--- src/pat_settings.svh ---
`ifndef PAT_SETTINGS_SVH
`define PAT_SETTINGS_SVH

// datapath and instruction word
`define PAT_DATA_W 8
`define PAT_INSTR_W 20
`define PAT_IADDR_W 10 // 1k instruction space

// storage sizes
`define PAT_DMEM_DEPTH 256
`define PAT_CALL_DEPTH 8 // max nesting of call
`define PAT_NUM_OUTS 8

// first fetch address after reset
`define PAT_RESET_PC 0

`endif

--- src/pat_pkg.sv ---
`include "pat_settings.svh"

package pat_pkg;

	typedef logic [`PAT_DATA_W-1:0] word_t;
	typedef logic [`PAT_IADDR_W-1:0] iaddr_t;
	typedef logic [`PAT_INSTR_W-1:0] instr_t;

	// i8 opcodes in bits 11..8
	typedef enum logic [3:0] {
		i8_or = 4'd0,
		i8_and = 4'd1,
		i8_addm = 4'd2,
		i8_subm = 4'd3,
		i8_add = 4'd4,
		i8_sub = 4'd5,
		i8_ldi = 4'd6,
		i8_ldm = 4'd7,
		i8_bf = 4'd8,
		i8_bb = 4'd9,
		i8_call = 4'd10,
		i8_stam = 4'd11,
		i8_setsp = 4'd12, // decoded as nop
		i8_orm = 4'd13,
		i8_andm = 4'd14,
		i8_prefix = 4'd15 // escape into i3 space
	} op_i8_e;

	// i3 opcodes in bits 7..4
	typedef enum logic [3:0] {
		i3_shl = 4'd0,
		i3_shlo = 4'd1,
		i3_shr = 4'd2,
		i3_asr = 4'd3,
		i3_out = 4'd8,
		i3_prefix = 4'd15 // escape into i0 space
	} op_i3_e;

	// i0 opcodes in bits 3..0
	typedef enum logic [3:0] {
		i0_not = 4'd0,
		i0_ret = 4'd3,
		i0_nop = 4'd5
	} op_i0_e;

	typedef enum logic [3:0] {
		alu_or, alu_and, alu_not, alu_add, alu_sub,
		alu_shl, alu_shlo, alu_shr, alu_asr, alu_pass_b
	} alu_op_e;

	// predicate on the flags in bits 14..13
	typedef enum logic [1:0] {
		cond_z = 2'b00,
		cond_n = 2'b01,
		cond_al = 2'b10,
		cond_always = 2'b11
	} cond_e;

	typedef enum logic [2:0] {
		ctl_none, ctl_bf, ctl_bb, ctl_call, ctl_ret
	} ctl_e;

endpackage

--- src/pat_decode_if.sv ---
`timescale 1ns/1ps

// decode register contents as seen by the execute stage
interface pat_decode_if
	import pat_pkg::*;
();
	logic valid;
	iaddr_t pc;
	alu_op_e alu_op;
	logic use_mem; // operand b from data memory
	logic wr_acc;
	logic wr_mem;
	logic do_out;
	ctl_e ctl;
	cond_e cond;
	word_t imm; // i3 immediate already zero extended

	modport producer (
		output valid, pc, alu_op, use_mem, wr_acc, wr_mem, do_out, ctl, cond, imm
	);

	modport consumer (
		input valid, pc, alu_op, use_mem, wr_acc, wr_mem, do_out, ctl, cond, imm
	);
endinterface

--- src/pat_alu.sv ---
`timescale 1ns/1ps

module pat_alu
	import pat_pkg::*;
(
	input alu_op_e i_op,
	input word_t i_a, // accumulator
	input word_t i_b,
	output word_t o_y
);

	logic sub;
	word_t b_in;
	word_t sum;
	logic [2:0] sh; // shift distance

	// one adder for add and sub with ~b plus carry in
	assign sub = (i_op == alu_sub);
	assign b_in = sub ? ~i_b : i_b;
	assign sum = i_a + b_in + word_t'(sub);
	assign sh = i_b[2:0];

	always_comb
	begin
		case (i_op)
			alu_or: o_y = i_a | i_b;
			alu_and: o_y = i_a & i_b;
			alu_not: o_y = ~i_a;
			alu_add, alu_sub: o_y = sum;
			alu_shl: o_y = i_a << sh;
			alu_shlo: o_y = ~((~i_a) << sh); // ones shifted in from the right
			alu_shr: o_y = i_a >> sh;
			alu_asr: o_y = $signed(i_a) >>> sh;
			default: o_y = i_b; // pass_b for ldi and ldm
		endcase
	end

endmodule

--- src/pat_data_mem.sv ---
`timescale 1ns/1ps

module pat_data_mem
	import pat_pkg::*;
#(
	parameter int DEPTH = 256
)
(
	input logic clk,
	input logic [$clog2(DEPTH)-1:0] i_rd_addr,
	input logic [$clog2(DEPTH)-1:0] i_wr_addr,
	input logic i_wr_en,
	input word_t i_wr_data,
	output word_t o_rd_data
);

	word_t mem [DEPTH];

	assign o_rd_data = mem[i_rd_addr]; // read within the same cycle

	always_ff @(posedge clk)
	begin
		if (i_wr_en)
			mem[i_wr_addr] <= i_wr_data;
	end

endmodule

--- src/pat_call_stack.sv ---
`timescale 1ns/1ps

module pat_call_stack
	import pat_pkg::*;
#(
	parameter int DEPTH = 8
)
(
	input logic clk,
	input logic reset,
	input logic i_push,
	input logic i_pop,
	input iaddr_t i_push_addr,
	output iaddr_t o_top
);

	iaddr_t stack [DEPTH];
	logic [$clog2(DEPTH)-1:0] ptr; // next free slot that wraps on overflow

	always_ff @(posedge clk)
	begin
		if (reset)
			ptr <= '0;
		else if (i_push)
			ptr <= ptr + 1'b1;
		else if (i_pop)
			ptr <= ptr - 1'b1;
	end

	always_ff @(posedge clk)
	begin
		if (i_push)
			stack[ptr] <= i_push_addr;
	end

	assign o_top = stack[ptr - 1'b1]; // most recent return address

endmodule

--- src/pat_fetch.sv ---
`timescale 1ns/1ps
`include "pat_settings.svh"

module pat_fetch
	import pat_pkg::*;
(
	input logic clk,
	input logic reset,
	input instr_t i_instr,
	input logic i_redirect,
	input iaddr_t i_target,
	output iaddr_t o_pc,
	output instr_t o_ir,
	output iaddr_t o_ir_pc,
	output logic o_ir_valid
);

	// address whose word arrives on i_instr this cycle
	iaddr_t req_pc;
	logic req_valid;

	always_ff @(posedge clk)
	begin
		if (reset)
		begin
			o_pc <= iaddr_t'(`PAT_RESET_PC);
			req_valid <= 1'b0;
			o_ir_valid <= 1'b0;
		end
		else if (i_redirect)
		begin
			o_pc <= i_target;
			req_valid <= 1'b0; // word for the old path is dropped
			o_ir_valid <= 1'b0;
		end
		else
		begin
			o_pc <= o_pc + iaddr_t'(1);
			req_valid <= 1'b1;
			o_ir_valid <= req_valid;
		end
	end

	// payload travels alongside the valid bits
	always_ff @(posedge clk)
	begin
		req_pc <= o_pc;
		o_ir <= i_instr;
		o_ir_pc <= req_pc;
	end

endmodule

--- src/pat_decoder.sv ---
`timescale 1ns/1ps

module pat_decoder
	import pat_pkg::*;
(
	input logic clk,
	input logic reset,
	input instr_t i_ir,
	input iaddr_t i_ir_pc,
	input logic i_ir_valid,
	input logic i_squash,
	pat_decode_if.producer dec
);

	op_i8_e op8;
	op_i3_e op3;
	op_i0_e op0;
	logic is_i8;
	logic is_i3;
	alu_op_e alu_op;
	logic use_mem;
	logic wr_acc;
	logic wr_mem;
	logic do_out;
	ctl_e ctl;

	assign op8 = op_i8_e'(i_ir[11:8]);
	assign op3 = op_i3_e'(i_ir[7:4]);
	assign op0 = op_i0_e'(i_ir[3:0]);
	assign is_i8 = (op8 != i8_prefix);
	assign is_i3 = !is_i8 && (op3 != i3_prefix); // both prefixes mean i0

	always_comb
	begin
		alu_op = alu_pass_b;
		use_mem = 1'b0;
		wr_acc = 1'b0;
		wr_mem = 1'b0;
		do_out = 1'b0;
		ctl = ctl_none;
		if (is_i8)
		begin
			case (op8)
				i8_or, i8_orm: alu_op = alu_or;
				i8_and, i8_andm: alu_op = alu_and;
				i8_add, i8_addm: alu_op = alu_add;
				i8_sub, i8_subm: alu_op = alu_sub;
				default: alu_op = alu_pass_b; // ldi and ldm
			endcase
			use_mem = op8 inside {i8_ldm, i8_addm, i8_subm, i8_orm, i8_andm};
			wr_acc = op8 inside {i8_or, i8_and, i8_add, i8_sub, i8_ldi,
				i8_ldm, i8_addm, i8_subm, i8_orm, i8_andm};
			wr_mem = (op8 == i8_stam);
			case (op8)
				i8_bf: ctl = ctl_bf;
				i8_bb: ctl = ctl_bb;
				i8_call: ctl = ctl_call;
				default: ctl = ctl_none;
			endcase
		end
		else if (is_i3)
		begin
			case (op3)
				i3_shl: alu_op = alu_shl;
				i3_shlo: alu_op = alu_shlo;
				i3_shr: alu_op = alu_shr;
				default: alu_op = alu_asr;
			endcase
			wr_acc = op3 inside {i3_shl, i3_shlo, i3_shr, i3_asr};
			do_out = (op3 == i3_out);
		end
		else
		begin
			// i0 space where nop and unknown codes fall through
			alu_op = alu_not;
			wr_acc = (op0 == i0_not);
			ctl = (op0 == i0_ret) ? ctl_ret : ctl_none;
		end
	end

	always_ff @(posedge clk)
	begin
		if (reset || i_squash)
			dec.valid <= 1'b0;
		else
			dec.valid <= i_ir_valid;
	end

	always_ff @(posedge clk)
	begin
		dec.pc <= i_ir_pc;
		dec.alu_op <= alu_op;
		dec.use_mem <= use_mem;
		dec.wr_acc <= wr_acc;
		dec.wr_mem <= wr_mem;
		dec.do_out <= do_out;
		dec.ctl <= ctl;
		dec.cond <= cond_e'(i_ir[14:13]);
		dec.imm <= is_i8 ? i_ir[7:0] : word_t'(i_ir[2:0]);
	end

endmodule

--- src/pat_exec.sv ---
`timescale 1ns/1ps
`include "pat_settings.svh"

module pat_exec
	import pat_pkg::*;
(
	input logic clk,
	input logic reset,
	pat_decode_if.consumer dec,
	output logic o_redirect,
	output iaddr_t o_target,
	output logic o_out_valid,
	output logic [$clog2(`PAT_NUM_OUTS)-1:0] o_out_sel,
	output word_t o_out_data
);

	localparam int SEL_W = $clog2(`PAT_NUM_OUTS);

	word_t acc;
	logic z;
	logic n;
	logic cond_ok;
	logic fire; // valid and predicate true
	word_t opb;
	word_t alu_y;
	word_t mem_rd;
	iaddr_t ret_addr;
	iaddr_t ret_top;

	always_comb
	begin
		case (dec.cond)
			cond_z: cond_ok = z;
			cond_n: cond_ok = n;
			default: cond_ok = 1'b1;
		endcase
	end

	assign fire = dec.valid && cond_ok;
	assign opb = dec.use_mem ? mem_rd : dec.imm;
	assign ret_addr = dec.pc + iaddr_t'(1);

	always_comb
	begin
		case (dec.ctl)
			ctl_bf: o_target = dec.pc
				+ {{(`PAT_IADDR_W-`PAT_DATA_W){dec.imm[`PAT_DATA_W-1]}}, dec.imm};
			ctl_bb: o_target = dec.pc - iaddr_t'(dec.imm);
			ctl_call: o_target = iaddr_t'(dec.imm);
			ctl_ret: o_target = ret_top;
			default: o_target = ret_addr;
		endcase
	end

	assign o_redirect = fire && (dec.ctl != ctl_none);

	pat_alu alu_i (
		.i_op (dec.alu_op),
		.i_a (acc),
		.i_b (opb),
		.o_y (alu_y)
	);

	// load and store both address the word at the immediate
	pat_data_mem #(.DEPTH(`PAT_DMEM_DEPTH)) dmem_i (
		.clk (clk),
		.i_rd_addr (dec.imm),
		.i_wr_addr (dec.imm),
		.i_wr_en (fire && dec.wr_mem),
		.i_wr_data (acc),
		.o_rd_data (mem_rd)
	);

	pat_call_stack #(.DEPTH(`PAT_CALL_DEPTH)) cstack_i (
		.clk (clk),
		.reset (reset),
		.i_push (fire && (dec.ctl == ctl_call)),
		.i_pop (fire && (dec.ctl == ctl_ret)),
		.i_push_addr (ret_addr),
		.o_top (ret_top)
	);

	always_ff @(posedge clk)
	begin
		if (reset)
		begin
			acc <= '0;
			z <= 1'b0;
			n <= 1'b0;
			o_out_valid <= 1'b0;
			o_out_sel <= '0;
			o_out_data <= '0;
		end
		else
		begin
			if (fire && dec.wr_acc)
			begin
				acc <= alu_y;
				z <= (alu_y == '0);
				n <= alu_y[`PAT_DATA_W-1];
			end
			o_out_valid <= fire && dec.do_out; // single cycle strobe
			if (fire && dec.do_out)
			begin
				o_out_sel <= dec.imm[SEL_W-1:0];
				o_out_data <= acc;
			end
		end
	end

endmodule

--- src/pat_top.sv ---
`timescale 1ns/1ps
`include "pat_settings.svh"

module pat_top
	import pat_pkg::*;
(
	input logic clk,
	input logic reset,
	input instr_t i_instr, // word at last cycle's o_pc
	output iaddr_t o_pc,
	output logic o_out_valid,
	output logic [$clog2(`PAT_NUM_OUTS)-1:0] o_out_sel,
	output word_t o_out_data
);

	instr_t ir;
	iaddr_t ir_pc;
	logic ir_valid;
	logic redirect; // also squashes the younger stages
	iaddr_t target;

	pat_decode_if dec_if ();

	pat_fetch fetch_i (
		.clk (clk),
		.reset (reset),
		.i_instr (i_instr),
		.i_redirect (redirect),
		.i_target (target),
		.o_pc (o_pc),
		.o_ir (ir),
		.o_ir_pc (ir_pc),
		.o_ir_valid (ir_valid)
	);

	pat_decoder decoder_i (
		.clk (clk),
		.reset (reset),
		.i_ir (ir),
		.i_ir_pc (ir_pc),
		.i_ir_valid (ir_valid),
		.i_squash (redirect),
		.dec (dec_if.producer)
	);

	pat_exec exec_i (
		.clk (clk),
		.reset (reset),
		.dec (dec_if.consumer),
		.o_redirect (redirect),
		.o_target (target),
		.o_out_valid (o_out_valid),
		.o_out_sel (o_out_sel),
		.o_out_data (o_out_data)
	);

endmodule

--- config.mk ---
export PLATFORM = sky130hd
export DESIGN_NAME = pat_top
export DESIGN_NICKNAME = d
export VERILOG_FILES = /design/src/pat_pkg.sv /design/src/pat_decode_if.sv /design/src/pat_alu.sv /design/src/pat_data_mem.sv /design/src/pat_call_stack.sv /design/src/pat_fetch.sv /design/src/pat_decoder.sv /design/src/pat_exec.sv /design/src/pat_top.sv
export VERILOG_INCLUDE_DIRS = /design/src
export SDC_FILE = /design/constraint.sdc
export NUM_CORES = 2
export LEC_CHECK = 0
export BUFFER_PORTS_ARGS = -buffer_cell sky130_fd_sc_hd__buf_4
export CORE_ASPECT_RATIO = 1.2
export CORE_MARGIN = 2
export CORE_UTILIZATION = 40
export CTS_BUF_LIST = sky130_fd_sc_hd__clkbuf_2
export DETAILED_ROUTE_END_ITERATION = 16
export HOLD_SLACK_MARGIN = 0.02
export PLACE_DENSITY = 0.56
export SYNTH_ARGS = -nofsm -noshare
export SYNTH_HDL_FRONTEND = slang
export SYNTH_HIERARCHICAL = 1
export SYNTH_SLANG_ARGS = --single-unit
--- constraint.sdc ---
create_clock -name clk -period 11.7 [get_ports clk]
set_input_delay 2.925 -clock clk [delete_from_list [all_inputs] [get_ports clk]]
set_output_delay 2.925 -clock clk [all_outputs]
set_load 0.02 [all_outputs]
==> results by group <==
Outcome
  • Status: completed

Power
  • Pwr Total: between 10,000 and 15,000 uW
  • Peak supply drop: 0.00007940 V
  • P_leak: about 0.031 uW
  • Pwr/cell area: ~150 nW/um^2

Die
  • Die height: a little over 500 um
  • Starting Density: 0.4019
  • Core Area: about 220,000 um^2
  • Die area: around 230,000 um^2
  • Top Ports: 44
  • Chip width: roughly 430 um
  • Rows: 189

GRT
  • Global-route wire length before repair: ~330,000 um
  • Grt ovf: 0
  • Grt met1 use: 0.2617
  • Initial antenna violation count: 16
  • Maximum number of pins on one net before global-route repair: 225
  • Grt peak-use layer: met2
  • GRT met3 Usage: 0.03870
  • GR Util All Layers: 0.2021
  • M2 GR Usage: 0.3359
  • Vias in the first global route: around 48,000

STA
  • Final slew viol count: 0
  • Final Hold Violating Endpoints: 0
  • TNS Setup: 0 ps
  • Clk_skew: 160.8 ps
  • Max Freq: ~140 MHz
  • Slew @ Worst Pin: 1368 ps
  • RSZ-0062 raised after global routing: false
  • Rel. slew slack: 0.07949
  • Final setup fails: 0
  • Period utilization: 0.6245
  • Final min period: about 7300 ps

Min path
  • WHS Endpoint: decoder_i/dec.pc[9]$_DFF_P_
  • Worst hold path class: flop to flop
  • Hold_sp: fetch_i/o_ir_pc[9]$_DFF_P_
  • Worst hold path depth: 0

CTS
  • Clock tree buffer depth: 4
  • Root Driver: clkbuf_2
  • Number of CTS-inserted buffers: 557
  • CTS tree: yes
  • CTS Hold Buffers Added: 0
  • CTS H-tree depth: 6
  • Clk_lat worst skew: ~1700 ps
  • Clock Sinks: 2,230
  • Post-CTS Resized: 0
  • Number of buffers added for setup after CTS: 0
  • Clk slew on worst S/H paths: 110 ps

Routing
  • Drt via density: 5.610
  • Final Routed Wirelength: ~230,000 um
  • Via count: roughly 47,000
  • DR iter-0 viols: ~4,600
  • DRC errors left: 0
  • DR WL/cell: ~28 um
  • Pre-antenna DRT Iters: 6
  • ANT nets after route: 0

Worst setup path
  • Crit end category: flop
  • WP data required: roughly 13,000 ps
  • Worst reg2reg startpoint: decoder_i/dec.imm[2]$_DFF_P_
  • Crit-path slowest cell: a2111oi_1
  • R2R Setup Slk: ~4400 ps
  • R2r endpoint: exec_i/z$_SDFFE_PP0P_
  • Slowest stage delay, CP: about 930 ps
  • CP startpoint kind: flop
  • Worst-path fanout max: 27
  • WP data arrival: around 9000 ps
  • Crit-path cells: clkinv_1 -> buf_4 -> mux4_2 -> nor2_1 -> a2111oi_1 -> nor3_1 -> nor4_1 -> nand2_1 -> o21ai_2 -> buf_4 -> xnor2_1 -> fa_1 -> a21o_1 -> a21oi_1 -> xor2_1 -> o21ai_0 -> o22a_1 -> nor4_1 -> nand4_1 -> a21oi_1
  • Worst R2R Path Depth: 20
  • Worst setup path class: flop to flop

Synth
  • Syn avg cell area: roughly 19 um^2
  • Post-Syn Nets: roughly 4,700
  • Synth Instances: 4,597
  • Syn. warnings: 6
  • Synth Cell Area: just under 90,000 um^2

Place
  • GP Congestion: 0.8761
  • Post-detail-place hpwl: approximately 140,000 um
  • PortBufs: 37

Job
  • Max-Cap Viols: 0

Final layout
  • Share of layout cells above drive strength 1: 0.2785
  • Area grow syn2layout: 9.273%
  • Nets@finish: slightly above 5,000
[final cells by class]
cell class / instances / area, um^2
inverters: 18 / 67.56
clock buffers: 770 / 3854
clock inverters: 166 / 1130
diodes: 8 / 20.02
well taps: 2960 / 3704
fillers: 19386 / 123700
multi-input cells: 2060 / 21000
flip-flops and latches: 2230 / 65990
repair buffers: 132 / 1116
[cell usage in the layout (no fill, tap or decap), types with 37 or more instances in the layout]
cell,count
a21oi_1,148
a22oi_1,133
buf_4,122
clkbuf_2,770
clkinv_1,106
dfxtp_1,88
edfxtp_1,2128
mux2i_1,193
mux4_2,464
nand2_1,86
nand3_1,98
nor2_1,341
nor3_1,37
o221ai_1,48
o22ai_1,37
[per-stage QoR]
step | area, um^2 | cells | worst slack [ps] | hold WS (ps) | utilization
global placement | 91880 | 7400 | 4424 | 310.3 | 0.4165
CTS | 96870 | 8336 | 4444 | 325.6 | 0.4390
detailed placement | 91880 | 7400 | 4491 | 313.5 | 0.4165
finish | 96890 | 8344 | 4393 | 314.9 | 0.4391
floorplan | 88670 | 4597 | 5322 | 309.6 | -
global route | 96880 | 8341 | 3876 | 326.5 | 0.4391
[metal layers]
layer,share of wire,up-vias
met5,0.00043,-
met4,0.034,16
met3,0.064,444
met2,0.50,1731
met1,0.40,24558
li1,-,20064
[worst max path at each step]
stage / from / end / slack (ps) / cells after the start
floorplan: exec_i/acc[7]$_SDFFE_PP0P_ / exec_i/dmem_i/mem[234][0]$_DFFE_PP_ / 5320 / 9
global placement: decoder_i/dec.imm[2]$_DFF_P_ / exec_i/z$_SDFFE_PP0P_ / 4420 / 20
detailed placement: decoder_i/dec.imm[0]$_DFF_P_ / exec_i/z$_SDFFE_PP0P_ / 4490 / 18
CTS: decoder_i/dec.imm[0]$_DFF_P_ / exec_i/z$_SDFFE_PP0P_ / 4440 / 18
global route: decoder_i/dec.imm[0]$_DFF_P_ / exec_i/z$_SDFFE_PP0P_ / 3880 / 21
finish: decoder_i/dec.imm[2]$_DFF_P_ / exec_i/z$_SDFFE_PP0P_ / 4390 / 20
[flip-flops by register name, summed over array words and instances (netlist names)]
signal and count:
exec_i/acc 8, fetch_i/o_ir_valid 1, exec_i/z 1, exec_i/o_out_sel 3
fetch_i/o_ir 14, decoder_i/dec.cond 2, decoder_i/dec.use_mem 1, decoder_i/dec.pc 10
exec_i/cstack_i/ptr 3, fetch_i/o_pc 10, exec_i/cstack_i/stack 80, decoder_i/dec.wr_acc 1
exec_i/o_out_data 8, exec_i/dmem_i/mem 2048, exec_i/o_out_valid 1, decoder_i/dec.valid 1
fetch_i/req_valid 1, decoder_i/dec.alu_op 4, decoder_i/dec.ctl 3, fetch_i/o_ir_pc 10
decoder_i/dec.do_out 1, decoder_i/dec.imm 8, decoder_i/dec.wr_mem 1, fetch_i/req_pc 10
[power breakdown]
| group | internal [uW] | leakage (uW) | switching, uW | total, uW |
|---|---|---|---|---|
| clock network | 2100 | 0.00374 | 3120 | 5220 |
| logic | 297 | 0.00704 | 488 | 785 |
| registers | 8650 | 0.0205 | 45.4 | 8700 |
[worst max-delay path: cells and delay by family, from the launching register on]
| kind | cells | cell delay (ps) |
|---|---|---|
| AOI/OAI and AO/OA | 7 | 1960 |
| buffers and inverters | 3 | 1690 |
| and+or+nand+nor | 6 | 1670 |
| DFF | 1 | 640 |
| adders and majority gates | 1 | 460 |
| muxes | 1 | 380 |
| xor gates and xnor gates | 2 | 370 |
Power figures use the tool's default switching activity.
